$ cat src/hio_params.svh
/*
 * command codes follow the host firmware numbering
 * HIO_CONF_LEN must equal the byte count of HIO_CONF_STR
 * gamma depth is fixed by the 8-bit index in a GAMMA_WR word
 */
`ifndef HIO_PARAMS_SVH
`define HIO_PARAMS_SVH

////////////////////////////////////////////////////////////
// host command codes
////////////////////////////////////////////////////////////
`define HIO_CMD_CFG       8'h01
`define HIO_CMD_JOY0      8'h02
`define HIO_CMD_JOY1      8'h03
`define HIO_CMD_JOY2      8'h16
`define HIO_CMD_JOY3      8'h17
`define HIO_CMD_MOUSE     8'h04
`define HIO_CMD_KBD       8'h05
`define HIO_CMD_OSDKBD    8'h06
`define HIO_CMD_CONF      8'h14
`define HIO_CMD_RTC       8'h22
`define HIO_CMD_VINFO     8'h23
`define HIO_CMD_GAMMA_EN  8'h32
`define HIO_CMD_GAMMA_WR  8'h33

// core configuration string, read back one byte per word
`define HIO_CONF_STR      "RETRO;;T0,Reset;V,v10;"
`define HIO_CONF_LEN      22

// sizes
`define HIO_GAMMA_DEPTH   256
`define HIO_VCNT_W        12

`endif

$ cat src/hio_pkg.sv
/*
 * shared types for the host I/O bridge
 * vcount_t width comes from HIO_VCNT_W
 */
`include "hio_params.svh"

package hio_pkg;

	// one word on the host channel
	typedef logic [15:0] host_word_t;

	// command code, low byte of the first word
	typedef logic [7:0] cmd_t;

	// word position in a frame, 0 is the command word
	typedef logic [9:0] word_idx_t;

	// one colour channel
	typedef logic [7:0] pix_chan_t;

	// pixel or line count from the video meter
	typedef logic [`HIO_VCNT_W-1:0] vcount_t;

	// 0 mouse x, 1 mouse y, 2 keycode, 3 osd key
	typedef logic [1:0] kms_type_t;

	// meter skips the partial frame seen after reset
	typedef enum logic {
		wait_frame,
		measuring
	} meter_state_t;

endpackage

$ cat src/video_timing_meter.sv
/*
 * measures video timing sampled on ce_pix, all on clk_sys
 * active width is the length of a de run, height the de runs per frame
 * counts latch on each vs rise, the partial first frame is dropped
 */
module video_timing_meter (
	input  logic             clk_sys,
	input  logic             rst_n,
	input  logic             ce_pix,
	input  logic             de,
	input  logic             hs,
	input  logic             vs,
	input  logic [1:0]       vinfo_sel,
	output hio_pkg::vcount_t vinfo_data
);

	import hio_pkg::*;

	meter_state_t state;
	logic         hs_d;
	logic         vs_d;
	logic         de_d;
	logic         hs_rise;
	logic         vs_rise;
	logic         de_rise;
	logic         de_fall;

	// running counts
	vcount_t pix_cnt;
	vcount_t line_len;
	vcount_t line_cnt;
	vcount_t act_pix;
	vcount_t act_len;
	vcount_t act_lines;

	// frame measurements
	vcount_t m_act_w;
	vcount_t m_act_h;
	vcount_t m_tot_w;
	vcount_t m_tot_h;

	// edges seen on pixel enables only
	assign hs_rise = ce_pix && hs && !hs_d;
	assign vs_rise = ce_pix && vs && !vs_d;
	assign de_rise = ce_pix && de && !de_d;
	assign de_fall = ce_pix && !de && de_d;

	always_ff @(posedge clk_sys) begin
		if (!rst_n) begin
			state     <= wait_frame;
			hs_d      <= 1'b0;
			vs_d      <= 1'b0;
			de_d      <= 1'b0;
			pix_cnt   <= '0;
			line_len  <= '0;
			line_cnt  <= '0;
			act_pix   <= '0;
			act_len   <= '0;
			act_lines <= '0;
			m_act_w   <= '0;
			m_act_h   <= '0;
			m_tot_w   <= '0;
			m_tot_h   <= '0;
		end else if (ce_pix) begin
			hs_d <= hs;
			vs_d <= vs;
			de_d <= de;

			////////////////////////////////////////////////////////////
			// horizontal
			////////////////////////////////////////////////////////////
			// the hs rise pixel opens the next line
			if (hs_rise) begin
				line_len <= pix_cnt;
				pix_cnt  <= vcount_t'(1);
			end else begin
				pix_cnt <= pix_cnt + 1'b1;
			end

			if (de_rise)
				act_pix <= vcount_t'(1);
			else if (de)
				act_pix <= act_pix + 1'b1;

			if (de_fall)
				act_len <= act_pix;

			////////////////////////////////////////////////////////////
			// vertical
			////////////////////////////////////////////////////////////
			if (vs_rise) begin
				line_cnt  <= hs_rise ? vcount_t'(1) : '0;
				act_lines <= de_rise ? vcount_t'(1) : '0;
				state     <= measuring;
				if (state == measuring) begin
					m_act_w <= act_len;
					m_act_h <= act_lines;
					m_tot_w <= line_len;
					m_tot_h <= line_cnt;
				end
			end else begin
				if (hs_rise)
					line_cnt <= line_cnt + 1'b1;
				if (de_rise)
					act_lines <= act_lines + 1'b1;
			end
		end
	end

	// host reads one value per payload word
	always_comb begin
		case (vinfo_sel)
			2'd0:    vinfo_data = m_act_w;
			2'd1:    vinfo_data = m_act_h;
			2'd2:    vinfo_data = m_tot_w;
			default: vinfo_data = m_tot_h;
		endcase
	end

	// line or frame longer than the counters can hold
	a_no_wrap: assert property (
		@(posedge clk_sys) disable iff (!rst_n)
		ce_pix |-> (hs_rise || pix_cnt != '1) && (vs_rise || line_cnt != '1)
	);

endmodule

$ cat config.mk
export PLATFORM = sky130hd
export DESIGN_NAME = video_timing_meter
export DESIGN_NICKNAME = d
export VERILOG_FILES = /design/src/hio_pkg.sv /design/src/video_timing_meter.sv
export VERILOG_INCLUDE_DIRS = /design/src
export SDC_FILE = /design/constraint.sdc
export NUM_CORES = 1
export LEC_CHECK = 0
export ABC_AREA = 1
export BUFFER_PORTS_ARGS = -buffer_cell sky130_fd_sc_hd__clkbuf_2
export CAP_MARGIN = 20
export CORE_ASPECT_RATIO = 1.25
export CORE_MARGIN = 2
export CORE_UTILIZATION = 50
export DETAILED_ROUTE_END_ITERATION = 10
export PLACE_DENSITY_LB_ADDON = 0.05
export SLEW_MARGIN = 10
export SYNTH_ARGS = -nofsm -noshare
export SYNTH_HDL_FRONTEND = slang
export SYNTH_SLANG_ARGS = --single-unit
$ cat constraint.sdc
create_clock -name clk_sys -period 1.66 [get_ports clk_sys]
set_input_delay 0.249 -clock clk_sys [delete_from_list [all_inputs] [get_ports clk_sys]]
set_output_delay 0.249 -clock clk_sys [all_outputs]
set_load 0.05 [all_outputs]
* Yosys cells after proc, flatten, opt, wreduce, memory -nomap -nowiden
Cells that the tools add are included.
** Storage, ports and cells
- Flip-flop bits (word level) :: 124
- Output and inout bits :: 12
- Input bits :: 8
- Word-level logic and storage cells :: 53
** Operators by class
- Equality and inequality tests :: 2
- Mux-type cells :: 10
- Reductions and logical operators :: 23
- Add/subtract/negate cells :: 4
** Operators by type and width (count)
- 2-to-1 mux 12 bit :: 7
- adder 12 x 1 -> 12 bit (second input constant) :: 4
- one-hot mux 12 bit (3 select lines) :: 1
- AND reduction 2 bit :: 6
- logical AND 1 bit :: 8
- nonzero test 2 bit :: 3
- zero test 1 bit :: 4
- AND reduction 3 bit :: 1
- equality test 2 x 1 -> 1 bit (second input constant) :: 1
- equality test 2 bit (second input constant) :: 1
- zero test 2 bit :: 1
- 2-to-1 mux 1 bit :: 2

* Depth between registers and ports, before layout
- Word-level depth :: 4
- Depth in mapped cells :: 9
- Gate-level depth less buffers :: 8

* Least setup slack after synthesis
No wires, ideal clock.
- Path kind :: input to output
- Start :: in vinfo_sel[0]
- End :: out vinfo_data[0]
- Required time :: 1.411 ns
- Arrival time :: 1.558 ns
- Path slack :: -0.147 ns
- Stages :: 3
- Path buffers :: 1
- Path through :: nand2_1 -> clkbuf_1 -> o21ai_0
** Between the ends
- Word-level cells in the longest chain between the ends :: 2
- Elaborated cells between the ends (all ways) :: 4
- Those cells by class :: 2 x eq/ne; 1 x mux; 1 x reduce/logical
** RTL lines
- from (decl) :: line video_timing_meter.sv:13 : input logic [1:0] vinfo_sel,
- equality test 2 bit (tied with other cells) :: line video_timing_meter.sv:112 : case (vinfo_sel)
- one-hot mux 12 bit (3 select lines) (*) :: line video_timing_meter.sv:112
- to (decl) :: line video_timing_meter.sv:14 : output hio_pkg::vcount_t vinfo_data
Every way passes the cells marked *; elsewhere a longest branch is shown, timed or not.

* Worst setup path in the final report
- Start :: reg m_tot_w[0]
- End :: out vinfo_data[0]
** Between the ends
- Word-level cells in the longest chain between the ends :: 1
** RTL lines
- from (decl) :: line video_timing_meter.sv:39 : vcount_t m_tot_w;
- from (signal assigned) :: line video_timing_meter.sv:98 : m_tot_w <= line_len;
- one-hot mux 12 bit (3 select lines) :: line video_timing_meter.sv:112
Every way passes these cells.

==> run metrics <==
Crit. Startpoint m_tot_w[0]$_SDFFE_PN0P_; Core Region 10,200 sq um; ys flop type dfxtp_1; Tcrit/Tclk final 96.3%; die footprint 11,300 sq um; Seq/Total Area, Yosys 47.3%; commonest non-fill, non-tap cells in the layout dfxtp_1 (124), nand2_1 (122), a21oi_1 (109); Post-Synthesis Net Count 736; CP max stage cell dfxtp_1; Clk Latency, worst-skew pair 0.41 ns; post-route minimum period 1.60 ns; synthesized area 5250 sq um; Max FO, Critical Path 2; YS warnings 0; critical path, cell by cell inv_1 > o22ai_1 > a21oi_1 > o21ai_0 > buf_12; Die Wd 95.6 microns; crit path DAT 1.35 ns; MaxCap Viol Count 0; Layout area overhead 21.5%; Hold Vio Cnt, Final 0; worst min path class in -> reg; Slew Viols, Final 0; number of global-route vias before repair 4,400; vias per inst 5.38; flop-to-flop setup slack 0.23 ns; Post-synth EDFFs 0; Critical Path Source Type register; CTS buffer count 17; layout cells sized above 1 10.8%; Critical Path Stages 5; Syn Area/Cell 7.24 sq um; GPL Wtd Cong 0.842; dpl cells 864; RSZ-0062 raised after global routing true; Clock Tree Root clkbuf_16; initial antenna violation count 0; Iter 0 DRT Violations 300; overall routed net length 12,900 microns; die height 119 microns; Top delay family on crit path compound AO/OA/AOI/OAI gates; Peak VDD IR 717 uV; CTS clk-pin slew, worst paths 0.05 ns; hold_buf cts 0; Critical Path End vinfo_data[0]; R2R cell count 7; Setup TNS 0 ns; kind of critical path reg -> out; FF-to-FF End act_lines[7]$_SDFFE_PN0P_; worst slew pin tran 0.447 ns; leakage 0.00238 uW; Sink Count 124; most common cell after layout, fill and taps aside dfxtp_1; Initial Util 51.6%; relative slew slack 69.9%; Clock Skew 0.00752 ns; Max Clk Rate 0.626 GHz; global-route wire length before repair 21,300 microns; ANT nets after route 0; num rows 41; status complete, no violations; DR WL/cell 14.4 microns; fin nets 766; H-tree depth 4; routed via count 4,807; # diodes 0; Yosys reg bits 124; CP endpoint kind output pin; pwr dens 1180 nW/um^2; worst-case clock buffer depth 2; Synth async-reset ratio 0%; launching point of the worst reg2reg path vs_d$_SDFFE_PN0P_; I/O pin cnt 20; synth unique cells 27; pin count of the biggest net entering global routing 55; crit-path max cell delay 0.29 ns; remaining global-route overflow 0; final hold slack 0.0871 ns; crit path buf inv count 2; Post-Syn Instances 724; Initial DRT Pass Iterations 5; CP required 1.41 ns; final cell count without fillers 894; Total GRT Usage 24.5%; PortBufs 19; TritonCTS clock tree built; Post-DP HPWL 9390 microns; Final setup viols 0; DRC violations left 0
[state kept, by name (all words and copies together) (netlist names), 12 cells and up]
register / flops
m_tot_h: 12
act_pix: 12
act_lines: 12
m_act_h: 12
m_act_w: 12
line_cnt: 12
m_tot_w: 12
act_len: 12
pix_cnt: 12
line_len: 12
[per-stage QoR]
| stage | power [uW] | area (sq um) | worst slack, ns | utilization, % |
|---|---|---|---|---|
| final | 7550 | 6370 | 0.0616 | 62.7 |
| after global routing | 7790 | 6370 | -0.00812 | 62.7 |
| after CTS | 7600 | 6360 | 0.0216 | 62.7 |
| after detailed placement | 3560 | 5720 | 0.0699 | 56.3 |
| after global placement | 3560 | 5720 | 0.106 | 56.3 |
| after floorplan | 3410 | 5250 | -0.147 | - |
[report_power, final]
group	internal, uW	total (uW)	leakage, uW	switching [uW]
logic	145	435	0.00106	290
clock network	2800	4040	0.000319	1240
registers	3040	3070	0.00100	34.2
total	5990	7550	0.00238	1560
[how the worst min path moves through the flow]
stage | startpoint | end | slack, ns | cells after the start
2_1_floorplan | hs | hs_d$_SDFFE_PN0P_ | 0.40 | 2
3_3_place_gp | m_act_h[8]$_SDFFE_PN0P_ | m_act_h[8]$_SDFFE_PN0P_ | 0.44 | 2
3_5_place_dp | m_tot_h[4]$_SDFFE_PN0P_ | m_tot_h[4]$_SDFFE_PN0P_ | 0.44 | 2
4_1_cts | hs | hs_d$_SDFFE_PN0P_ | 0.08 | 3
5_1_grt | hs | hs_d$_SDFFE_PN0P_ | 0.11 | 3
6_report | hs | hs_d$_SDFFE_PN0P_ | 0.09 | 3
[layout make-up]
type / instances / area [sq um]
fill: 938 / 3780
sequential: 124 / 2480
multi-input combinational: 486 / 2300
clock buffer: 23 / 488
timing repair buffer: 44 / 475
inverter: 81 / 304
tap: 129 / 161
clock inverter: 7 / 160
[cell usage after synthesis, types with 2 or more instances]
cell type,instances,area (sq um)
o2111ai_1,2,17.5
o21bai_1,4,30.0
buf_4,3,22.5
nor3b_1,3,22.5
buf_6,3,33.8
nor2_2,2,12.5
clkbuf_1,19,71.3
nor2_1,72,270
nand4_1,9,56.3
nand3_1,63,315
buf_2,8,40.0
a21oi_1,109,546
inv_1,79,297
nor3_1,10,50.1
inv_2,2,7.51
o22ai_1,6,37.5
o21ai_0,68,340
a211oi_1,2,15.0
dfxtp_1,124,2480
nand2_1,125,469
ha_1,4,50.1
nand3b_1,2,15.0
[timing repair]
action,in CTS,in global routing
setup buffers,0,0
resized for setup,3,8
endpoints found under the setup margin,3,11
pin swaps,0,0
hold endpoints to repair,0,0
[tightest hold or removal path, stage by stage]
cell      delay [ns]
clkbuf_2        0.09
nand2_1         0.06
a21oi_1         0.06
[per-layer routing]
layer,vias up,wire [microns],share of wire (%),global-route usage [%]
met3,24,408,3.2,5.54
met2,95,6330,49,39.6
met5,-,0,0,0
met1,2229,5810,45,31.0
li1,2459,-,-,-
met4,0,369,2.9,10.2
[cell families (layout without fill, tap and decap cells)]
family,count (synthesis),count (layout),share of synthesized area [%]
AO/OA/AOI/OAI,193,193,19.1
XOR/XNOR,1,1,0.167
flip-flops,124,124,47.3
AND/OR/NAND/NOR,288,288,23.5
adder cells (fa/ha/maj),4,4,0.954
buffers and inverters,114,155,8.99
No activity file was read; power rests on OpenSTA's default activity.
