[src/hio_params.svh]
/*
 * command codes follow the host firmware numbering
 * HIO_CONF_LEN must equal the byte count of HIO_CONF_STR
 * gamma depth is fixed by the 8-bit index in a GAMMA_WR word
 */
`ifndef HIO_PARAMS_SVH
`define HIO_PARAMS_SVH

////////////////////////////////////////////////////////////
// host command codes
////////////////////////////////////////////////////////////
`define HIO_CMD_CFG       8'h01
`define HIO_CMD_JOY0      8'h02
`define HIO_CMD_JOY1      8'h03
`define HIO_CMD_JOY2      8'h16
`define HIO_CMD_JOY3      8'h17
`define HIO_CMD_MOUSE     8'h04
`define HIO_CMD_KBD       8'h05
`define HIO_CMD_OSDKBD    8'h06
`define HIO_CMD_CONF      8'h14
`define HIO_CMD_RTC       8'h22
`define HIO_CMD_VINFO     8'h23
`define HIO_CMD_GAMMA_EN  8'h32
`define HIO_CMD_GAMMA_WR  8'h33

// core configuration string, read back one byte per word
`define HIO_CONF_STR      "RETRO;;T0,Reset;V,v10;"
`define HIO_CONF_LEN      22

// sizes
`define HIO_GAMMA_DEPTH   256
`define HIO_VCNT_W        12

`endif

[src/hio_pkg.sv]
/*
 * shared types for the host I/O bridge
 * vcount_t width comes from HIO_VCNT_W
 */
`include "hio_params.svh"

package hio_pkg;

	// one word on the host channel
	typedef logic [15:0] host_word_t;

	// command code, low byte of the first word
	typedef logic [7:0] cmd_t;

	// word position in a frame, 0 is the command word
	typedef logic [9:0] word_idx_t;

	// one colour channel
	typedef logic [7:0] pix_chan_t;

	// pixel or line count from the video meter
	typedef logic [`HIO_VCNT_W-1:0] vcount_t;

	// 0 mouse x, 1 mouse y, 2 keycode, 3 osd key
	typedef logic [1:0] kms_type_t;

	// meter skips the partial frame seen after reset
	typedef enum logic {
		wait_frame,
		measuring
	} meter_state_t;

endpackage

[src/hio_cmd_decoder.sv]
/*
 * host transfer decoder, framed by uio_ena, one word per io_strobe
 * word index saturates, so long payloads keep hitting the last slot
 * io_dout answers the strobed word and holds until the next strobe
 */
`include "hio_params.svh"

module hio_cmd_decoder (
	input  logic                  clk_sys,
	input  logic                  rst_n,
	input  logic                  uio_ena,
	input  logic                  io_strobe,
	input  hio_pkg::host_word_t   io_din,
	input  hio_pkg::vcount_t      vinfo_data,
	output hio_pkg::host_word_t   io_dout,
	output hio_pkg::host_word_t   joy0,
	output hio_pkg::host_word_t   joy1,
	output hio_pkg::host_word_t   joy2,
	output hio_pkg::host_word_t   joy3,
	output logic [1:0]            buttons,
	output logic                  forced_scandoubler,
	output logic                  kms_level,
	output hio_pkg::kms_type_t    kms_type,
	output logic [7:0]            kms_data,
	output logic [2:0]            mouse_buttons,
	output logic [63:0]           rtc,
	output logic [1:0]            vinfo_sel,
	output logic                  gamma_en,
	output logic                  gamma_wr,
	output logic [1:0]            gamma_wr_chan,
	output logic [7:0]            gamma_wr_addr,
	output hio_pkg::pix_chan_t    gamma_wr_data
);

	import hio_pkg::*;

	// string packed with the first character in the top byte
	localparam logic [8*`HIO_CONF_LEN-1:0] conf_str = `HIO_CONF_STR;

	word_idx_t  word_idx;
	cmd_t       cmd;
	logic [1:0] gamma_chan;
	logic [7:0] conf_byte;
	kms_type_t  kms_type_nxt;
	logic       cmd_stb;
	logic       pay_stb;
	logic       kms_evt;

	////////////////////////////////////////////////////////////
	// strobe qualifiers
	////////////////////////////////////////////////////////////
	assign cmd_stb = uio_ena && io_strobe && (word_idx == '0);
	assign pay_stb = uio_ena && io_strobe && (word_idx != '0);

	// keyboard and mouse movement words share one event path
	always_comb begin
		kms_evt      = 1'b0;
		kms_type_nxt = kms_type_t'(2);
		case (cmd)
			`HIO_CMD_KBD: begin
				kms_evt      = pay_stb && (word_idx == 1);
				kms_type_nxt = kms_type_t'(2);
			end
			`HIO_CMD_OSDKBD: begin
				kms_evt      = pay_stb && (word_idx == 1);
				kms_type_nxt = kms_type_t'(3);
			end
			`HIO_CMD_MOUSE: begin
				kms_evt      = pay_stb && (word_idx == 1 || word_idx == 2);
				kms_type_nxt = (word_idx == 1) ? kms_type_t'(0) : kms_type_t'(1);
			end
			default: ;
		endcase
	end

	// config string byte k for payload word k, zero past the end
	always_comb begin
		conf_byte = '0;
		if (word_idx != '0 && word_idx <= word_idx_t'(`HIO_CONF_LEN))
			conf_byte = conf_str[(`HIO_CONF_LEN - int'(word_idx)) * 8 +: 8];
	end

	// meter value k sits at select k-1
	assign vinfo_sel = word_idx[1:0] - 2'd1;

	////////////////////////////////////////////////////////////
	// framing, readback and control registers
	////////////////////////////////////////////////////////////
	always_ff @(posedge clk_sys) begin
		if (!rst_n) begin
			word_idx           <= '0;
			cmd                <= '0;
			io_dout            <= '0;
			joy0               <= '0;
			joy1               <= '0;
			joy2               <= '0;
			joy3               <= '0;
			buttons            <= '0;
			forced_scandoubler <= 1'b0;
			kms_level          <= 1'b0;
			mouse_buttons      <= '0;
			gamma_en           <= 1'b0;
			gamma_wr           <= 1'b0;
			gamma_chan         <= '0;
		end else begin
			gamma_wr <= 1'b0;

			if (!uio_ena) begin
				// frame over, next strobe is a command again
				word_idx <= '0;
				cmd      <= '0;
			end else if (io_strobe) begin
				if (word_idx != '1)
					word_idx <= word_idx + 1'b1;
				io_dout <= '0;
			end

			if (cmd_stb) begin
				cmd        <= io_din[7:0];
				gamma_chan <= '0;
				// status readback for the gamma enable command
				if (io_din[7:0] == `HIO_CMD_GAMMA_EN)
					io_dout <= host_word_t'(1);
			end

			if (kms_evt)
				kms_level <= ~kms_level;

			if (pay_stb) begin
				case (cmd)
					`HIO_CMD_CFG:
						if (word_idx == 1) begin
							buttons            <= io_din[1:0];
							forced_scandoubler <= io_din[4];
						end
					`HIO_CMD_JOY0: if (word_idx == 1) joy0 <= io_din;
					`HIO_CMD_JOY1: if (word_idx == 1) joy1 <= io_din;
					`HIO_CMD_JOY2: if (word_idx == 1) joy2 <= io_din;
					`HIO_CMD_JOY3: if (word_idx == 1) joy3 <= io_din;
					`HIO_CMD_MOUSE:
						// third mouse word carries the buttons
						if (word_idx == 3)
							mouse_buttons <= io_din[2:0];
					`HIO_CMD_CONF:
						io_dout <= {8'd0, conf_byte};
					`HIO_CMD_VINFO:
						if (word_idx <= 4)
							io_dout <= host_word_t'(vinfo_data);
					`HIO_CMD_GAMMA_EN:
						if (word_idx == 1)
							gamma_en <= io_din[0];
					`HIO_CMD_GAMMA_WR: begin
						gamma_wr   <= 1'b1;
						// red, green, blue, then back to red
						gamma_chan <= (gamma_chan == 2'd2) ? 2'd0 : gamma_chan + 2'd1;
					end
					default: ;
				endcase
			end
		end
	end

	////////////////////////////////////////////////////////////
	// payload registers
	////////////////////////////////////////////////////////////
	always_ff @(posedge clk_sys) begin
		if (kms_evt) begin
			kms_data <= io_din[7:0];
			kms_type <= kms_type_nxt;
		end

		if (pay_stb && cmd == `HIO_CMD_RTC && word_idx <= 4)
			rtc[{word_idx[1:0] - 2'd1, 4'd0} +: 16] <= io_din;

		if (pay_stb && cmd == `HIO_CMD_GAMMA_WR) begin
			gamma_wr_chan <= gamma_chan;
			gamma_wr_addr <= io_din[15:8];
			gamma_wr_data <= io_din[7:0];
		end
	end

	// host may only strobe inside a frame
	a_strobe_in_frame: assert property (
		@(posedge clk_sys) disable iff (!rst_n)
		io_strobe |-> uio_ena
	);

	// a table write never targets a fourth channel
	a_gamma_chan: assert property (
		@(posedge clk_sys) disable iff (!rst_n)
		gamma_wr |-> (gamma_wr_chan != 2'd3)
	);

endmodule

[config.mk]
export PLATFORM = sky130hd
export DESIGN_NAME = hio_cmd_decoder
export DESIGN_NICKNAME = d
export VERILOG_FILES = /design/src/hio_pkg.sv /design/src/hio_cmd_decoder.sv
export VERILOG_INCLUDE_DIRS = /design/src
export SDC_FILE = /design/constraint.sdc
export NUM_CORES = 1
export LEC_CHECK = 0
export BUFFER_PORTS_ARGS = -buffer_cell sky130_fd_sc_hd__buf_4
export CORE_AREA = 2 2 132 134
export DETAILED_ROUTE_END_ITERATION = 6
export DIE_AREA = 0 0 134 136
export PLACE_DENSITY_LB_ADDON = 0.05
export SLEW_MARGIN = 20
export SYNTH_ARGS = -nofsm -noshare
export SYNTH_HDL_FRONTEND = slang
export SYNTH_SLANG_ARGS = --single-unit
export TNS_END_PERCENT = 50
[constraint.sdc]
create_clock -name clk_sys -period 4.6 [get_ports clk_sys]
set_input_delay 0 -clock clk_sys [delete_from_list [all_inputs] [get_ports clk_sys]]
set_output_delay 0 -clock clk_sys [all_outputs]
set_load 0.02 [all_outputs]
Yosys cells after proc, flatten, opt, wreduce, memory -nomap -nowiden:

Index checks and enable logic that the tools add are counted.

* bits in registers: 201
* bits of input ports: 32
* output and inout port bits: 183
* word-level logic and storage cells: 93

* $add $sub $neg: 5
* order comparisons: 2
* eq/ne operators: 20
* shift operators: 3
* muxes and demuxes: 19
* bitwise operators: 1
* reduce and logical (&&, ||, !) cells: 23

Operator list (count)
* variable part select 176 x 14 -> 8 bit, first input constant: 1
* two-way mux 16 bit: 6
* bitwise mux 64 bit: 1
* variable shift 16 x 8 -> 64 bit, first input constant: 1
* variable part select 16 x 8 -> 64 bit: 1
* == test 8 x 6 -> 1 bit, second input constant: 5
* one-hot mux 16 bit (2 select lines): 1
* == test 8 x 3 -> 1 bit, second input constant: 3
* == test 8 x 5 -> 1 bit, second input constant: 3
* two-way mux 8 bit: 3
* AND reduction 3 bit: 7
* == test 10 x 2 -> 1 bit, second input constant: 2
* == test 8 x 2 -> 1 bit, second input constant: 2
* subtractor 5 x 10 -> 11 bit, first input constant: 1
* adder 10 x 1 -> 10 bit, second input constant: 1
* == test 10 x 1 -> 1 bit, second input constant: 1
* less-or-equal comparator 10 x 3 -> 1 bit, second input constant: 1
* less-or-equal comparator 10 x 5 -> 1 bit, second input constant: 1
* zero test 10 bit: 1
* != test 10 bit, second input constant: 1
* nonzero test 10 bit: 1
* logical AND 1 bit: 9
* == test 8 x 1 -> 1 bit, second input constant: 1
* two-way mux 2 bit: 4
* 12 further kinds: 15

Logic depth before layout (Yosys ltp):

Gate-level depths: netlist of run 1.

* word-level depth: 7
* depth in mapped cells: 11
* mapped depth without buffers: 7

Worst setup path before layout of run 1:

No wires, ideal clock.

* kind: reg2reg
* start point: register word_idx[6]
* end point: register rtc[0], enable pin
* setup time: 0.430 ns
* arrival time: 3.427 ns
* data required time: 4.170 ns
* path slack: 0.743 ns
* cell stages (with the launch flop): 8
* path buffers: 4
* clock period less this slack: 3.857 ns
* cell sequence: dfxtp_1 -> buf_2 -> or4_1 -> buf_2 -> or4_4 -> buf_6 -> buf_6 -> nor4_1

* longest elaborated chain between the ends: 4
* elaborated cells on any way between the ends: 5
* those cells by class: order compare: 1; reduce/logical: 4

RTL lines
* from (decl): line hio_cmd_decoder.sv:40 `word_idx_t word_idx;`
* from (signal assigned): line hio_cmd_decoder.sv:114 `word_idx <= word_idx + 1'b1;`
* parallel branches: the longest is 3 deep, another holds less-or-equal comparator 10 x 3 -> 1 bit
* logical AND 1 bit (*): line hio_cmd_decoder.sv:172 `` if (pay_stb && cmd == `HIO_CMD_RTC && word_idx <= 4) ``
* to (signal, indexed assignment): line hio_cmd_decoder.sv:173 `rtc[{word_idx[1:0] - 2'd1, 4'd0} +: 16] <= io_din;`
* to (decl): line hio_cmd_decoder.sv:26 `output logic [63:0] rtc,`

Mark *: on every way between the ends.
A chain may end at the register's enable or synchronous reset.

Final worst setup path of run 1:

* start point: register word_idx[5]
* end point: register rtc[49], enable pin

Same word-level chain as after synthesis.

==> impl_results.html, run 1 <==
<table>
<tr><th>Metric</th><th>Value</th></tr>
<tr><th colspan="2">Status</th></tr>
<tr><td>Outcome</td><td>finished clean</td></tr>
<tr><th colspan="2">Layout</th></tr>
<tr><td>Number of diodes added for antenna fixing</td><td>0</td></tr>
<tr><td>Area delta synth-&gt;final</td><td>30.04%</td></tr>
<tr><td>Fraction of final layout cells sized beyond drive strength 1</td><td>0.2893</td></tr>
<tr><td>Final cell count without fillers</td><td>1262</td></tr>
<tr><td>Final cell utilization of the core</td><td>0.6852</td></tr>
<tr><td>Fin area</td><td>11560 µm²</td></tr>
<tr><td>Number of filler instances in the final layout</td><td>1272</td></tr>
<tr><td>Final net count</td><td>1062</td></tr>
<tr><th colspan="2">Run</th></tr>
<tr><td>Maximum capacitance violations</td><td>0</td></tr>
<tr><th colspan="2">Synth</th></tr>
<tr><td>Leading cell type by number of instances after synthesis</td><td>sky130_fd_sc_hd__dfxtp_1</td></tr>
<tr><td>Sequential element share of the synthesized area</td><td>0.5561</td></tr>
<tr><td>Synthesized netlist cell count</td><td>808</td></tr>
<tr><td>Number of nets produced by synthesis</td><td>847</td></tr>
<tr><td>Proportion of register bits with asynchronous set or reset after synthesis</td><td>0</td></tr>
<tr><td>Cell types with the largest area share after synthesis</td><td>sky130_fd_sc_hd__edfxtp_1 31%, sky130_fd_sc_hd__dfxtp_1 25%, sky130_fd_sc_hd__and2_1 5.1%</td></tr>
<tr><td>Post-synthesis instance area</td><td>8892 µm²</td></tr>
<tr><td>Prevailing post-synth register cell</td><td>sky130_fd_sc_hd__dfxtp_1</td></tr>
<tr><td>Number of warnings issued by yosys</td><td>0</td></tr>
<tr><td>Number of enable-type register cells in the synthesized netlist</td><td>92</td></tr>
<tr><td>Register bit count reported by yosys</td><td>201</td></tr>
<tr><td>Top cell types by occurrence after synthesis</td><td>109 x sky130_fd_sc_hd__dfxtp_1, 92 x sky130_fd_sc_hd__edfxtp_1, 92 x sky130_fd_sc_hd__nand2_1, 73 x sky130_fd_sc_hd__and2_1, 45 x sky130_fd_sc_hd__clkbuf_1</td></tr>
<tr><td>Post-synthesis cell type count</td><td>72</td></tr>
<tr><td>Avg Synthesized Cell Area</td><td>11.01 µm²</td></tr>
<tr><td>Share of the synthesized area in the top cell type</td><td>0.3107</td></tr>
<tr><td>Cell taking the most area after synthesis</td><td>sky130_fd_sc_hd__edfxtp_1</td></tr>
<tr><th colspan="2">Placed design</th></tr>
<tr><td>Final weighted congestion of routability-driven global placement</td><td>0.8742</td></tr>
<tr><td>Cell count after placement</td><td>1197</td></tr>
<tr><td>Post-placement cell area</td><td>10580 µm²</td></tr>
<tr><td>Pre-CTS setup slack</td><td>1.658 ns</td></tr>
<tr><td>Detailed placement HPWL</td><td>16920 µm</td></tr>
<tr><td>Number of port buffers</td><td>214</td></tr>
<tr><th colspan="2">STA</th></tr>
<tr><td>Normalized max-slew margin</td><td>0.3459</td></tr>
<tr><td>Setup repair after global routing missed its margin</td><td>no</td></tr>
<tr><td>Setup skew after layout</td><td>0.01639 ns</td></tr>
<tr><td>Slew at the pin closest to its max-slew limit</td><td>0.9685 ns</td></tr>
<tr><td>Worst Slack Setup Final</td><td>1.635 ns</td></tr>
<tr><td>Hold violation count in the final report</td><td>0</td></tr>
<tr><td>Maximum achievable frequency</td><td>0.3372 GHz</td></tr>
<tr><td>Share of the clock period used by the worst path after layout</td><td>0.6447</td></tr>
<tr><td>Final-layout worst hold slack</td><td>0.04980 ns</td></tr>
<tr><td>Minimum clock period after layout</td><td>2.965 ns</td></tr>
<tr><td>Total of endpoints with negative setup slack in the final report</td><td>0</td></tr>
<tr><td>Setup TNS</td><td>0 ns</td></tr>
<tr><td>Final Max Tran Viols</td><td>0</td></tr>
<tr><th colspan="2">CTS</th></tr>
<tr><td>Root Buffer</td><td>sky130_fd_sc_hd__clkbuf_16</td></tr>
<tr><td>CTS buffer count</td><td>21</td></tr>
<tr><td>Hold bufs inserted after CTS</td><td>28</td></tr>
<tr><td>H-tree level count</td><td>1</td></tr>
<tr><td>Clock tree sinks</td><td>201</td></tr>
<tr><td>Maximum buffer depth of the clock tree</td><td>3</td></tr>
<tr><td>Worst-skew pair later-pin latency</td><td>0.49 ns</td></tr>
<tr><td>Worst-path clk slew</td><td>0.07 ns</td></tr>
<tr><td>Count of buffers added by post-CTS timing repair for setup</td><td>0</td></tr>
<tr><td>TritonCTS clock tree</td><td>built</td></tr>
<tr><td>Count of instances resized after the clock tree is built</td><td>0</td></tr>
<tr><th colspan="2">Critical path</th></tr>
<tr><td>Critical path's slowest cell</td><td>sky130_fd_sc_hd__or4_1</td></tr>
<tr><td>Worst endpoint required time</td><td>4.70 ns</td></tr>
<tr><td>Chain of cells forming the critical path</td><td>or4_1 &gt; or4_4 &gt; nor3_1 &gt; and2_1</td></tr>
<tr><td>Nature of the critical path endpoint</td><td>flop</td></tr>
<tr><td>Crit-path max cell delay</td><td>0.65 ns</td></tr>
<tr><td>Depth of the worst register-to-register path</td><td>4</td></tr>
<tr><td>Critical path endpoint</td><td>rtc[49]</td></tr>
<tr><td>Sort of element at the start of the critical path</td><td>flop</td></tr>
<tr><td>Maximum fanout along the worst path</td><td>16</td></tr>
<tr><td>Capturing point of the worst reg2reg path</td><td>rtc[49]</td></tr>
<tr><td>Startpoint of the worst register-to-register path</td><td>word_idx[5]</td></tr>
<tr><td>CP Data Arrival Time</td><td>3.07 ns</td></tr>
<tr><td>Internal reg-to-reg setup slack</td><td>1.63 ns</td></tr>
<tr><td>Crit. Startpoint</td><td>word_idx[5]</td></tr>
<tr><td>Start-to-end type of the worst setup path</td><td>reg2reg</td></tr>
<tr><th colspan="2">Detailed routing</th></tr>
<tr><td>Average detailed-routed wire length per instance</td><td>19.81 µm</td></tr>
<tr><td>Count of unresolved DRC violations after routing</td><td>0</td></tr>
<tr><td>Iteration count of the initial detailed-routing pass</td><td>5</td></tr>
<tr><td>Final ANT Viol Nets</td><td>0</td></tr>
<tr><td>Iter 0 DRT Violations</td><td>514</td></tr>
<tr><td>Total wirelength of the detailed-routed design</td><td>25010 µm</td></tr>
<tr><td>Post-detailed-route via-to-cell ratio</td><td>5.560</td></tr>
<tr><td>Vias post-DR</td><td>7017</td></tr>
<tr><th colspan="2">Global routing</th></tr>
<tr><td>Total track usage</td><td>0.2687</td></tr>
<tr><td>Remaining global-route overflow</td><td>0</td></tr>
<tr><td>Maximum number of pins on one net before global-route repair</td><td>91</td></tr>
<tr><td>Antenna violations before repair</td><td>0</td></tr>
<tr><td>Wire length of the first global-routing pass</td><td>38230 µm</td></tr>
<tr><td>Via count of the first global-routing pass</td><td>6768</td></tr>
<tr><th colspan="2">Die</th></tr>
<tr><td>Count of standard-cell rows</td><td>48</td></tr>
<tr><td>Area of the die</td><td>18220 µm²</td></tr>
<tr><td>Horiz. Die Dim</td><td>134 µm</td></tr>
<tr><td>Die height</td><td>136 µm</td></tr>
<tr><td>Floorplan Core Area</td><td>16880 µm²</td></tr>
<tr><td>Number of placed I/O pins</td><td>215</td></tr>
<tr><td>Starting density of the core</td><td>0.5269</td></tr>
<tr><th colspan="2">Power and ir drop</th></tr>
<tr><td>Cell internal power dissipation</td><td>2.978 mW</td></tr>
<tr><td>Overall power consumption</td><td>3.783 mW</td></tr>
<tr><td>Clock network fraction of design power</td><td>0.453</td></tr>
<tr><td>Lkg Pwr</td><td>4.528 nW</td></tr>
<tr><td>Switching power</td><td>0.8042 mW</td></tr>
<tr><td>Gate power share</td><td>0.052</td></tr>
<tr><td>IR Drop Worst-Case VDD</td><td>0.2914 mV</td></tr>
<tr><td>Register share of total power</td><td>0.495</td></tr>
<tr><td>Net switching share of the total power</td><td>0.2126</td></tr>
<tr><td>Power per standard cell area</td><td>327.1 nW/µm²</td></tr>
<tr><th colspan="2">Worst hold path</th></tr>
<tr><td>Hold Crit Class</td><td>in2reg</td></tr>
</table>
-- power groups by stage --
stage | sequential [mW] | combinational [mW] | clock [mW]
floorplan | 1.91 | 0.0977 | 0
global placement | 1.91 | 0.171 | 0
detailed placement | 1.91 | 0.173 | 0
CTS | 1.87 | 0.193 | 1.74
global route | 1.87 | 0.210 | 1.80
finish | 1.87 | 0.196 | 1.71
-- area by class of cell --
cell class | instances | area (µm²) | share of cell area
clock inverters | 13 | 155.1 | 0.01342
repair buffers | 258 | 2007 | 0.1736
multi-input cells | 528 | 3580 | 0.3096
clock buffers | 24 | 546.8 | 0.04728
flip-flops and latches | 201 | 4945 | 0.4276
well taps | 225 | 281.5 | 0.02435
inverters | 13 | 48.80 | 0.004220
-- state kept, by name, indices dropped and copies added (netlist names), 2 cells and up --
register and flops:
joy1 16, gamma_chan 2, io_dout 16, joy2 16, word_idx 10, gamma_wr_addr 8, gamma_wr_chan 2, rtc 64
gamma_wr_data 8, kms_data 8, mouse_buttons 3, joy3 16, buttons 2, kms_type 2, joy0 16, cmd 8
-- worst min-delay path by stage --
stage / start / end / slack, ns / depth (start not counted)
after floorplan: io_din[8] / gamma_wr_addr[0] / 0.1 / 0
after global placement: vinfo_data[11] / io_dout[11] / 0.21 / 2
after detailed placement: vinfo_data[10] / io_dout[10] / 0.22 / 2
after CTS: io_strobe / word_idx[9] / 0.03 / 5
after global routing: io_strobe / word_idx[9] / 0.06 / 5
final: io_strobe / word_idx[9] / 0.05 / 5
-- logic make-up after synthesis --
logic type | Yosys count | synth area share
AO/OA/AOI/OAI | 137 | 0.1193
AND/OR/NAND/NOR | 326 | 0.2088
XOR/XNOR | 16 | 0.01576
adder cells (fa/ha/maj) | 8 | 0.01097
buffers and inverters | 79 | 0.04277
multiplexers | 41 | 0.04629
flip-flops | 201 | 0.5561
-- per-layer routing --
metal,wire [µm],vias up,track usage,part of all wire
met2,12440,267,0.4752,0.50
met5,0,-,0,0
met3,1326,45,0.03132,0.053
li1,-,3295,-,-
met4,574,0,0.07801,0.023
met1,10670,3410,0.3489,0.43
-- worst max-delay path: cells and delay by family (launching register included) --
family	cells	cell delay [ns]
AND/OR/NAND/NOR	4	2.18
flip-flops	1	0.41
-- placed cells by master, fill, tap and decap left out, types with 8 or more instances in the layout --
master | Yosys | final
sky130_fd_sc_hd__o21ai_0 | 13 | 13
sky130_fd_sc_hd__nand3_1 | 16 | 16
sky130_fd_sc_hd__nand2_1 | 92 | 92
sky130_fd_sc_hd__buf_4 | 2 | 230
sky130_fd_sc_hd__and3_1 | 8 | 8
sky130_fd_sc_hd__nor3_1 | 26 | 26
sky130_fd_sc_hd__dlygate4sd3_1 | 0 | 28
sky130_fd_sc_hd__clkbuf_16 | 0 | 21
sky130_fd_sc_hd__edfxtp_1 | 92 | 92
sky130_fd_sc_hd__mux2i_1 | 40 | 40
sky130_fd_sc_hd__and2_1 | 73 | 73
sky130_fd_sc_hd__dfxtp_1 | 109 | 109
sky130_fd_sc_hd__a21boi_0 | 23 | 23
sky130_fd_sc_hd__xnor2_1 | 12 | 12
sky130_fd_sc_hd__a21boi_2 | 18 | 18
sky130_fd_sc_hd__a21oi_1 | 20 | 20
sky130_fd_sc_hd__nor2_1 | 15 | 15
sky130_fd_sc_hd__inv_1 | 12 | 12
sky130_fd_sc_hd__nor2b_1 | 44 | 44
(Power assumes the default switching activity.)
==> run 2: changes to the inputs <==
- clock period: 4.6 -> 3.1 ns (I/O delays scaled with it)
==> impl_results.html, run 2 (synthesized netlist as in run 1, its figures left out) <==
<table>
<tr><th>Metric</th><th>Value</th></tr>
<tr><th colspan="2">Status</th></tr>
<tr><td>Outcome</td><td>finished clean</td></tr>
<tr><th colspan="2">CTS</th></tr>
<tr><td>TritonCTS clock tree</td><td>built</td></tr>
<tr><td>Count of buffers added by post-CTS timing repair for setup</td><td>0 (unchanged)</td></tr>
<tr><td>CTS buffer count</td><td>21 (unchanged)</td></tr>
<tr><td>Worst-path clk slew</td><td>0.06 ns (about the same)</td></tr>
<tr><td>Root Buffer</td><td>sky130_fd_sc_hd__clkbuf_16</td></tr>
<tr><td>Clock tree sinks</td><td>201 (unchanged)</td></tr>
<tr><td>Maximum buffer depth of the clock tree</td><td>3 (unchanged)</td></tr>
<tr><td>H-tree level count</td><td>1 (unchanged)</td></tr>
<tr><td>Worst-skew pair later-pin latency</td><td>0.49 ns (about the same)</td></tr>
<tr><th colspan="2">Detailed routing</th></tr>
<tr><td>Post-detailed-route via-to-cell ratio</td><td>5.573 (+0.23%)</td></tr>
<tr><td>Final ANT Viol Nets</td><td>0 (unchanged)</td></tr>
<tr><td>Total wirelength of the detailed-routed design</td><td>25800 µm (+3.2%)</td></tr>
<tr><td>Iter 0 DRT Violations</td><td>579 (+13%)</td></tr>
<tr><td>Vias post-DR</td><td>7167 (+2.1%)</td></tr>
<tr><td>Average detailed-routed wire length per instance</td><td>20.06 µm (+1.2%)</td></tr>
<tr><td>Iteration count of the initial detailed-routing pass</td><td>5 (unchanged)</td></tr>
<tr><td>Count of unresolved DRC violations after routing</td><td>0 (unchanged)</td></tr>
<tr><th colspan="2">STA</th></tr>
<tr><td>Minimum clock period after layout</td><td>2.919 ns (-0.04653 ns)</td></tr>
<tr><td>Normalized max-slew margin</td><td>0.4375 (+0.09166)</td></tr>
<tr><td>Hold violation count in the final report</td><td>0 (unchanged)</td></tr>
<tr><td>Slew at the pin closest to its max-slew limit</td><td>0.8391 ns (-0.1294 ns)</td></tr>
<tr><td>Share of the clock period used by the worst path after layout</td><td>0.9416 (+0.2969)</td></tr>
<tr><td>Final Max Tran Viols</td><td>0 (unchanged)</td></tr>
<tr><td>Setup TNS</td><td>0 ns (unchanged)</td></tr>
<tr><td>Setup repair after global routing missed its margin</td><td>no</td></tr>
<tr><td>Setup skew after layout</td><td>0.008478 ns (-0.007916 ns)</td></tr>
<tr><td>Total of endpoints with negative setup slack in the final report</td><td>0 (unchanged)</td></tr>
<tr><td>Maximum achievable frequency</td><td>0.3426 GHz (+1.6%)</td></tr>
<tr><th colspan="2">Critical path</th></tr>
<tr><td>Sort of element at the start of the critical path</td><td>flop</td></tr>
<tr><td>Start-to-end type of the worst setup path</td><td>reg2reg</td></tr>
<tr><td>CP Data Arrival Time</td><td>3.30 ns (+0.23 ns)</td></tr>
<tr><td>Maximum fanout along the worst path</td><td>16 (unchanged)</td></tr>
<tr><td>Nature of the critical path endpoint</td><td>flop</td></tr>
<tr><td>Worst endpoint required time</td><td>3.48 ns (-1.22 ns)</td></tr>
<tr><th colspan="2">Placed design</th></tr>
<tr><td>Detailed placement HPWL</td><td>17590 µm (+4.0%)</td></tr>
<tr><td>Number of port buffers</td><td>214 (unchanged)</td></tr>
<tr><td>Final weighted congestion of routability-driven global placement</td><td>0.8434 (-3.5%)</td></tr>
<tr><td>Post-placement cell area</td><td>10810 µm² (+2.1%)</td></tr>
<tr><th colspan="2">Run</th></tr>
<tr><td>Maximum capacitance violations</td><td>0 (unchanged)</td></tr>
<tr><th colspan="2">Die</th></tr>
<tr><td>Horiz. Die Dim</td><td>134 µm (unchanged)</td></tr>
<tr><td>Area of the die</td><td>18220 µm² (unchanged)</td></tr>
<tr><td>Floorplan Core Area</td><td>16880 µm² (unchanged)</td></tr>
<tr><td>Count of standard-cell rows</td><td>48 (unchanged)</td></tr>
<tr><td>Die height</td><td>136 µm (unchanged)</td></tr>
<tr><td>Starting density of the core</td><td>0.5269 (unchanged)</td></tr>
<tr><td>Number of placed I/O pins</td><td>215 (unchanged)</td></tr>
<tr><th colspan="2">Global routing</th></tr>
<tr><td>Remaining global-route overflow</td><td>0 (unchanged)</td></tr>
<tr><td>Antenna violations before repair</td><td>0 (unchanged)</td></tr>
<tr><td>Total track usage</td><td>0.2754 (+0.006720)</td></tr>
<tr><td>Wire length of the first global-routing pass</td><td>39100 µm (+2.3%)</td></tr>
<tr><td>Via count of the first global-routing pass</td><td>6975 (+3.1%)</td></tr>
<tr><td>Maximum number of pins on one net before global-route repair</td><td>90 (-1.1%)</td></tr>
<tr><th colspan="2">Layout</th></tr>
<tr><td>Number of filler instances in the final layout</td><td>1247 (-2.0%)</td></tr>
<tr><td>Fin area</td><td>11780 µm² (+1.8%)</td></tr>
<tr><td>Most common library cell in the layout ignoring fill and taps</td><td>sky130_fd_sc_hd__buf_4</td></tr>
<tr><td>Area delta synth-&gt;final</td><td>32.45%</td></tr>
<tr><td>Fraction of final layout cells sized beyond drive strength 1</td><td>0.3044 (+0.01513)</td></tr>
<tr><td>Area of the multi-input gates</td><td>3606 µm² (+0.73%)</td></tr>
<tr><td>Final cell utilization of the core</td><td>0.6979 (+0.01268)</td></tr>
<tr><td>Number of diodes added for antenna fixing</td><td>0 (unchanged)</td></tr>
<tr><td>Leading cell types in the layout, fill and taps excluded</td><td>249 x sky130_fd_sc_hd__buf_4, 109 x sky130_fd_sc_hd__dfxtp_1, 92 x sky130_fd_sc_hd__nand2_1, 92 x sky130_fd_sc_hd__edfxtp_1, 73 x sky130_fd_sc_hd__and2_1</td></tr>
<tr><td>Final net count</td><td>1085 (+2.2%)</td></tr>
<tr><td>Sequential cell area</td><td>4945 µm² (unchanged)</td></tr>
<tr><td>Max reg flops</td><td>64 (unchanged)</td></tr>
<tr><th colspan="2">Power and ir drop</th></tr>
<tr><td>Lkg Pwr</td><td>4.650 nW (+2.7%)</td></tr>
<tr><td>Power per standard cell area</td><td>467.5 nW/µm² (+43%)</td></tr>
<tr><td>IR Drop Worst-Case VDD</td><td>0.3847 mV (+32%)</td></tr>
<tr><th colspan="2">Worst hold path</th></tr>
<tr><td>Hold Crit Class</td><td>in2reg</td></tr>
</table>
[run 2: final cells by class]
cell class / count / share of cell area
clock buffer: 33 / 0.05461
clock inverter: 5 / 0.002868
inverter: 13 / 0.004143
multi-input combinational: 528 / 0.3062
sequential: 201 / 0.4198
tap: 225 / 0.02390
timing repair buffer: 281 / 0.1885
[run 2: metal layers]
metal,up-vias,routed length (µm),track usage
li1,3345,-,-
met1,3475,10550,0.3520
met2,298,13160,0.4937
met3,49,1500,0.03020
met4,0,590,0.08274
met5,-,0,0
[run 2: critical path, stage by stage, from the launching register on]
cell	delay [ns]
sky130_fd_sc_hd__dfxtp_1	0.40
sky130_fd_sc_hd__or4_1	0.66
sky130_fd_sc_hd__or4_4	0.63
sky130_fd_sc_hd__or4_1	0.83
sky130_fd_sc_hd__nand2_1	0.22
sky130_fd_sc_hd__a21boi_2	0.07
[run 2: final timing paths]
check	startpoint	to	slack (ns)	cells after the start
worst max-delay path	word_idx[5]	joy3[10]	0.18	5
worst min-delay path	vinfo_data[0]	io_dout[0]	0.03	5
worst max register to register	word_idx[5]	joy3[10]	0.18	5
worst min register to register	joy3[2]	joy3[2]	0.47	2
[run 2: where the power goes]
part,internal (mW),leakage [nW],switching [mW],total [mW]
clock network,1.43,0.339,0.992,2.43
registers,2.77,1.80,0.00814,2.78
logic,0.130,2.51,0.172,0.302
total,4.33,4.65,1.17,5.51
[run 2: repair_timing]
action                     in CTS  in global routing
setup endpoints to repair       0                  1
hold buffers                   29                  0
resized for setup               0                  1
hold endpoints to repair      179                  0
[run 2: stage by stage]
step / hold slack (ns) / std cells / power [mW] / worst slack (ns)
2_1_floorplan: 0.09887 / 808 / 2.979 / -0.09984
3_3_place_gp: 0.2112 / 1219 / 3.098 / 0.2699
3_5_place_dp: 0.2156 / 1219 / 3.103 / 0.1747
4_1_cts: 0.01008 / 1286 / 5.525 / 0.1561
5_1_grt: 0.04060 / 1286 / 5.648 / 0.05856
6_report: 0.02669 / 1286 / 5.506 / 0.1810
==> run 3: changes to the inputs <==
- CELL_PAD_IN_SITES_DETAIL_PLACEMENT: unset -> 1
- CELL_PAD_IN_SITES_GLOBAL_PLACEMENT: unset -> 1
- CORE_AREA: 2 2 132 134 -> 2 2 149 151
- DIE_AREA: 0 0 134 136 -> 0 0 151 153
==> impl_results.html, run 3 (synthesized netlist as in run 1, its figures left out) <==
<table>
<tr><th>Metric</th><th>Value</th></tr>
<tr><th colspan="2">Layout</th></tr>
<tr><td>Area of the multi-input gates</td><td>3602 µm² (-0.10%)</td></tr>
<tr><td>Max reg flops</td><td>64 (unchanged)</td></tr>
<tr><td>Leading cell types in the layout, fill and taps excluded</td><td>248 x sky130_fd_sc_hd__buf_4, 109 x sky130_fd_sc_hd__dfxtp_1, 92 x sky130_fd_sc_hd__nand2_1, 92 x sky130_fd_sc_hd__edfxtp_1, 73 x sky130_fd_sc_hd__and2_1</td></tr>
<tr><td>Number of filler instances in the final layout</td><td>2348 (+88%)</td></tr>
<tr><td>Fraction of final layout cells sized beyond drive strength 1</td><td>0.2992 (-0.005276)</td></tr>
<tr><td>Sequential cell area</td><td>4945 µm² (unchanged)</td></tr>
<tr><td>Number of diodes added for antenna fixing</td><td>0 (unchanged)</td></tr>
<tr><td>Final net count</td><td>1087 (+0.18%)</td></tr>
<tr><td>Fin area</td><td>11830 µm² (+0.46%)</td></tr>
<tr><td>Most common library cell in the layout ignoring fill and taps</td><td>sky130_fd_sc_hd__buf_4</td></tr>
<tr><td>Area delta synth-&gt;final</td><td>33.05%</td></tr>
<tr><th colspan="2">Detailed routing</th></tr>
<tr><td>Total wirelength of the detailed-routed design</td><td>28300 µm (+9.7%)</td></tr>
<tr><td>Count of unresolved DRC violations after routing</td><td>0 (unchanged)</td></tr>
<tr><td>Vias post-DR</td><td>7080 (-1.2%)</td></tr>
<tr><td>Iteration count of the initial detailed-routing pass</td><td>4 (-1)</td></tr>
<tr><td>Average detailed-routed wire length per instance</td><td>21.07 µm (+5.0%)</td></tr>
<tr><td>Final ANT Viol Nets</td><td>0 (unchanged)</td></tr>
<tr><td>Post-detailed-route via-to-cell ratio</td><td>5.272 (-5.4%)</td></tr>
<tr><td>Iter 0 DRT Violations</td><td>292 (-50%)</td></tr>
<tr><th colspan="2">CTS</th></tr>
<tr><td>Count of instances resized after the clock tree is built</td><td>0 (unchanged)</td></tr>
<tr><td>CTS buffer count</td><td>21 (unchanged)</td></tr>
<tr><td>Clock tree sinks</td><td>201 (unchanged)</td></tr>
<tr><td>Root Buffer</td><td>sky130_fd_sc_hd__clkbuf_16</td></tr>
<tr><td>H-tree level count</td><td>1 (unchanged)</td></tr>
<tr><td>TritonCTS clock tree</td><td>built</td></tr>
<tr><td>Worst-path clk slew</td><td>0.06 ns (about the same)</td></tr>
<tr><td>Worst-skew pair later-pin latency</td><td>0.50 ns (about the same)</td></tr>
<tr><td>Maximum buffer depth of the clock tree</td><td>3 (unchanged)</td></tr>
<tr><th colspan="2">Placed design</th></tr>
<tr><td>Final weighted congestion of routability-driven global placement</td><td>0.8850 (+4.9%)</td></tr>
<tr><td>Detailed placement HPWL</td><td>19900 µm (+13%)</td></tr>
<tr><td>Number of port buffers</td><td>214 (unchanged)</td></tr>
<tr><td>Post-placement cell area</td><td>10910 µm² (+0.94%)</td></tr>
<tr><th colspan="2">STA</th></tr>
<tr><td>Setup skew after layout</td><td>0.009964 ns (+0.001486 ns)</td></tr>
<tr><td>Maximum achievable frequency</td><td>0.3385 GHz (-1.2%)</td></tr>
<tr><td>Normalized max-slew margin</td><td>0.4143 (-0.02321)</td></tr>
<tr><td>Slew at the pin closest to its max-slew limit</td><td>0.8737 ns (+0.03463 ns)</td></tr>
<tr><td>Setup repair after global routing missed its margin</td><td>no</td></tr>
<tr><td>Hold violation count in the final report</td><td>0 (unchanged)</td></tr>
<tr><td>Total of endpoints with negative setup slack in the final report</td><td>0 (unchanged)</td></tr>
<tr><td>Final Max Tran Viols</td><td>0 (unchanged)</td></tr>
<tr><td>Final-layout worst hold slack</td><td>0.02977 ns (+0.003081 ns)</td></tr>
<tr><td>Share of the clock period used by the worst path after layout</td><td>0.9530 (+0.01136)</td></tr>
<tr><td>Minimum clock period after layout</td><td>2.954 ns (+0.03522 ns)</td></tr>
<tr><td>Setup TNS</td><td>0 ns (unchanged)</td></tr>
<tr><th colspan="2">Critical path</th></tr>
<tr><td>Start-to-end type of the worst setup path</td><td>reg2reg</td></tr>
<tr><td>Buffers and inverters on the worst path</td><td>0 (unchanged)</td></tr>
<tr><td>Internal reg-to-reg setup slack</td><td>0.15 ns (-0.04 ns)</td></tr>
<tr><td>Sort of element at the start of the critical path</td><td>flop</td></tr>
<tr><td>Worst endpoint required time</td><td>3.48 ns (about the same)</td></tr>
<tr><td>CP Data Arrival Time</td><td>3.33 ns (+0.03 ns)</td></tr>
<tr><td>Nature of the critical path endpoint</td><td>flop</td></tr>
<tr><td>Depth of the worst register-to-register path</td><td>5 (unchanged)</td></tr>
<tr><td>Cell occurring most often along the worst timing path</td><td>sky130_fd_sc_hd__or4_1</td></tr>
<tr><td>Chain of cells forming the critical path</td><td>or4_1 &gt; or4_4 &gt; or4_1 &gt; nand2_1 &gt; a21boi_0</td></tr>
<tr><td>Crit-path max cell delay</td><td>0.85 ns (+0.02 ns)</td></tr>
<tr><td>Capturing point of the worst reg2reg path</td><td>joy3[4]</td></tr>
<tr><td>Startpoint of the worst register-to-register path</td><td>word_idx[5]</td></tr>
<tr><td>Maximum fanout along the worst path</td><td>16 (unchanged)</td></tr>
<tr><td>Cell class contributing the biggest share of worst-path delay</td><td>simple AND/OR/NAND/NOR gates</td></tr>
<tr><td>Critical path's slowest cell</td><td>sky130_fd_sc_hd__or4_1</td></tr>
<tr><th colspan="2">Global routing</th></tr>
<tr><td>Antenna violations before repair</td><td>0 (unchanged)</td></tr>
<tr><td>Via count of the first global-routing pass</td><td>7245 (+3.9%)</td></tr>
<tr><td>Remaining global-route overflow</td><td>0 (unchanged)</td></tr>
<tr><td>Wire length of the first global-routing pass</td><td>42870 µm (+9.7%)</td></tr>
<tr><td>Total track usage</td><td>0.2403 (-0.03512)</td></tr>
<tr><td>Maximum number of pins on one net before global-route repair</td><td>61 (-32%)</td></tr>
<tr><th colspan="2">Die</th></tr>
<tr><td>Starting density of the core</td><td>0.4139 (-0.1130)</td></tr>
<tr><td>Horiz. Die Dim</td><td>151 µm (+13%)</td></tr>
<tr><td>Die height</td><td>153 µm (+13%)</td></tr>
<tr><td>Floorplan Core Area</td><td>21490 µm² (+27%)</td></tr>
<tr><td>Number of placed I/O pins</td><td>215 (unchanged)</td></tr>
<tr><td>Count of standard-cell rows</td><td>54 (+13%)</td></tr>
<tr><td>Area of the die</td><td>23100 µm² (+27%)</td></tr>
<tr><th colspan="2">Power and ir drop</th></tr>
<tr><td>Gate power share</td><td>0.057 (+0.002)</td></tr>
<tr><td>Clock network fraction of design power</td><td>0.428 (-0.012)</td></tr>
<tr><td>Overall power consumption</td><td>5.395 mW (-2.0%)</td></tr>
<tr><td>Register share of total power</td><td>0.515 (+0.010)</td></tr>
<tr><td>Lkg Pwr</td><td>4.630 nW (-0.43%)</td></tr>
<tr><td>Cell internal power dissipation</td><td>4.199 mW (-3.1%)</td></tr>
<tr><td>Power per standard cell area</td><td>456.0 nW/µm² (-2.5%)</td></tr>
<tr><td>Net switching share of the total power</td><td>0.2217 (+0.008811)</td></tr>
<tr><td>Switching power</td><td>1.196 mW (+2.0%)</td></tr>
<tr><td>IR Drop Worst-Case VDD</td><td>0.4504 mV (+17%)</td></tr>
<tr><th colspan="2">Worst hold path</th></tr>
<tr><td>Min-Delay Startpoint</td><td>vinfo_data[0]</td></tr>
<tr><td>Hold Crit Class</td><td>in2reg</td></tr>
<tr><td>Cells on Worst Hold Path</td><td>5 (unchanged)</td></tr>
<tr><td>Endpoint of the worst hold path</td><td>io_dout[0]</td></tr>
<tr><th colspan="2">Run</th></tr>
<tr><td>Maximum capacitance violations</td><td>0 (unchanged)</td></tr>
<tr><th colspan="2">Status</th></tr>
<tr><td>Outcome</td><td>finished clean</td></tr>
</table>
==> run 3: cell count changes in the layout (fill, tap and decap cells not counted), sizes merged <==
cell,previous run,this run
buf,252,253
clkbuf,33,28
clkinv,4,9
clkinvlp,0,1
dlygate4sd3,29,30
inv,14,13
==> run 3: area by class of cell <==
class                      count  area share
clock buffer                  28     0.04833
tap                          280     0.02961
sequential                   201      0.4179
multi-input combinational    528      0.3045
clock inverter                10    0.004336
timing repair buffer         283      0.1912
inverter                      13    0.004124
==> run 3: what timing repair did <==
item,in CTS,in global routing
endpoints found under the hold margin,177,0
hold buffers,30,0
buffers inserted,0,0
==> run 3: how the worst max path moves through the flow <==
| stage | from | end | slack, ns | depth (start not counted) |
|---|---|---|---|---|
| global route | word_idx[5] | joy3[4] | 0.07 | 5 |
| finish | word_idx[5] | joy3[4] | 0.15 | 5 |
| floorplan | word_idx[6] | rtc[32] | -0.1 | 7 |
| detailed placement | word_idx[5] | joy3[4] | 0.20 | 5 |
| global placement | word_idx[5] | joy3[15] | 0.29 | 5 |
| CTS | word_idx[5] | joy3[4] | 0.16 | 5 |
==> run 3: worst register-to-register path, cell delays in order, from the launching register on <==
cell and delay [ns]:
sky130_fd_sc_hd__dfxtp_1 0.41, sky130_fd_sc_hd__or4_1 0.67, sky130_fd_sc_hd__or4_4 0.62, sky130_fd_sc_hd__or4_1 0.86
sky130_fd_sc_hd__nand2_1 0.18, sky130_fd_sc_hd__a21boi_0 0.10
==> run 3: power by group through the flow <==
stage / clock (mW) / sequential (mW) / combinational (mW)
6_report: 2.31 / 2.78 / 0.309
5_1_grt: 2.47 / 2.78 / 0.336
4_1_cts: 2.36 / 2.78 / 0.311
3_5_place_dp: 0 / 2.83 / 0.278
3_3_place_gp: 0 / 2.83 / 0.270
2_1_floorplan: 0 / 2.83 / 0.145
==> run 3: through the flow <==
step | utilization | worst slack (ns) | instances
after CTS | 0.5507 | 0.1568 | 1343
after global placement | 0.5077 | 0.2920 | 1275
after floorplan | - | -0.09984 | 808
final | 0.5507 | 0.1458 | 1343
after global routing | 0.5507 | 0.06533 | 1343
after detailed placement | 0.5077 | 0.1983 | 1275
==> run 3: layer usage <==
metal  up-vias  wire [µm]  track usage
met2       223      13980       0.4152
li1       3345          -            -
met5         -          0            0
met3        33       1605      0.03194
met1      3479      12230       0.3201
met4         0        481      0.05563
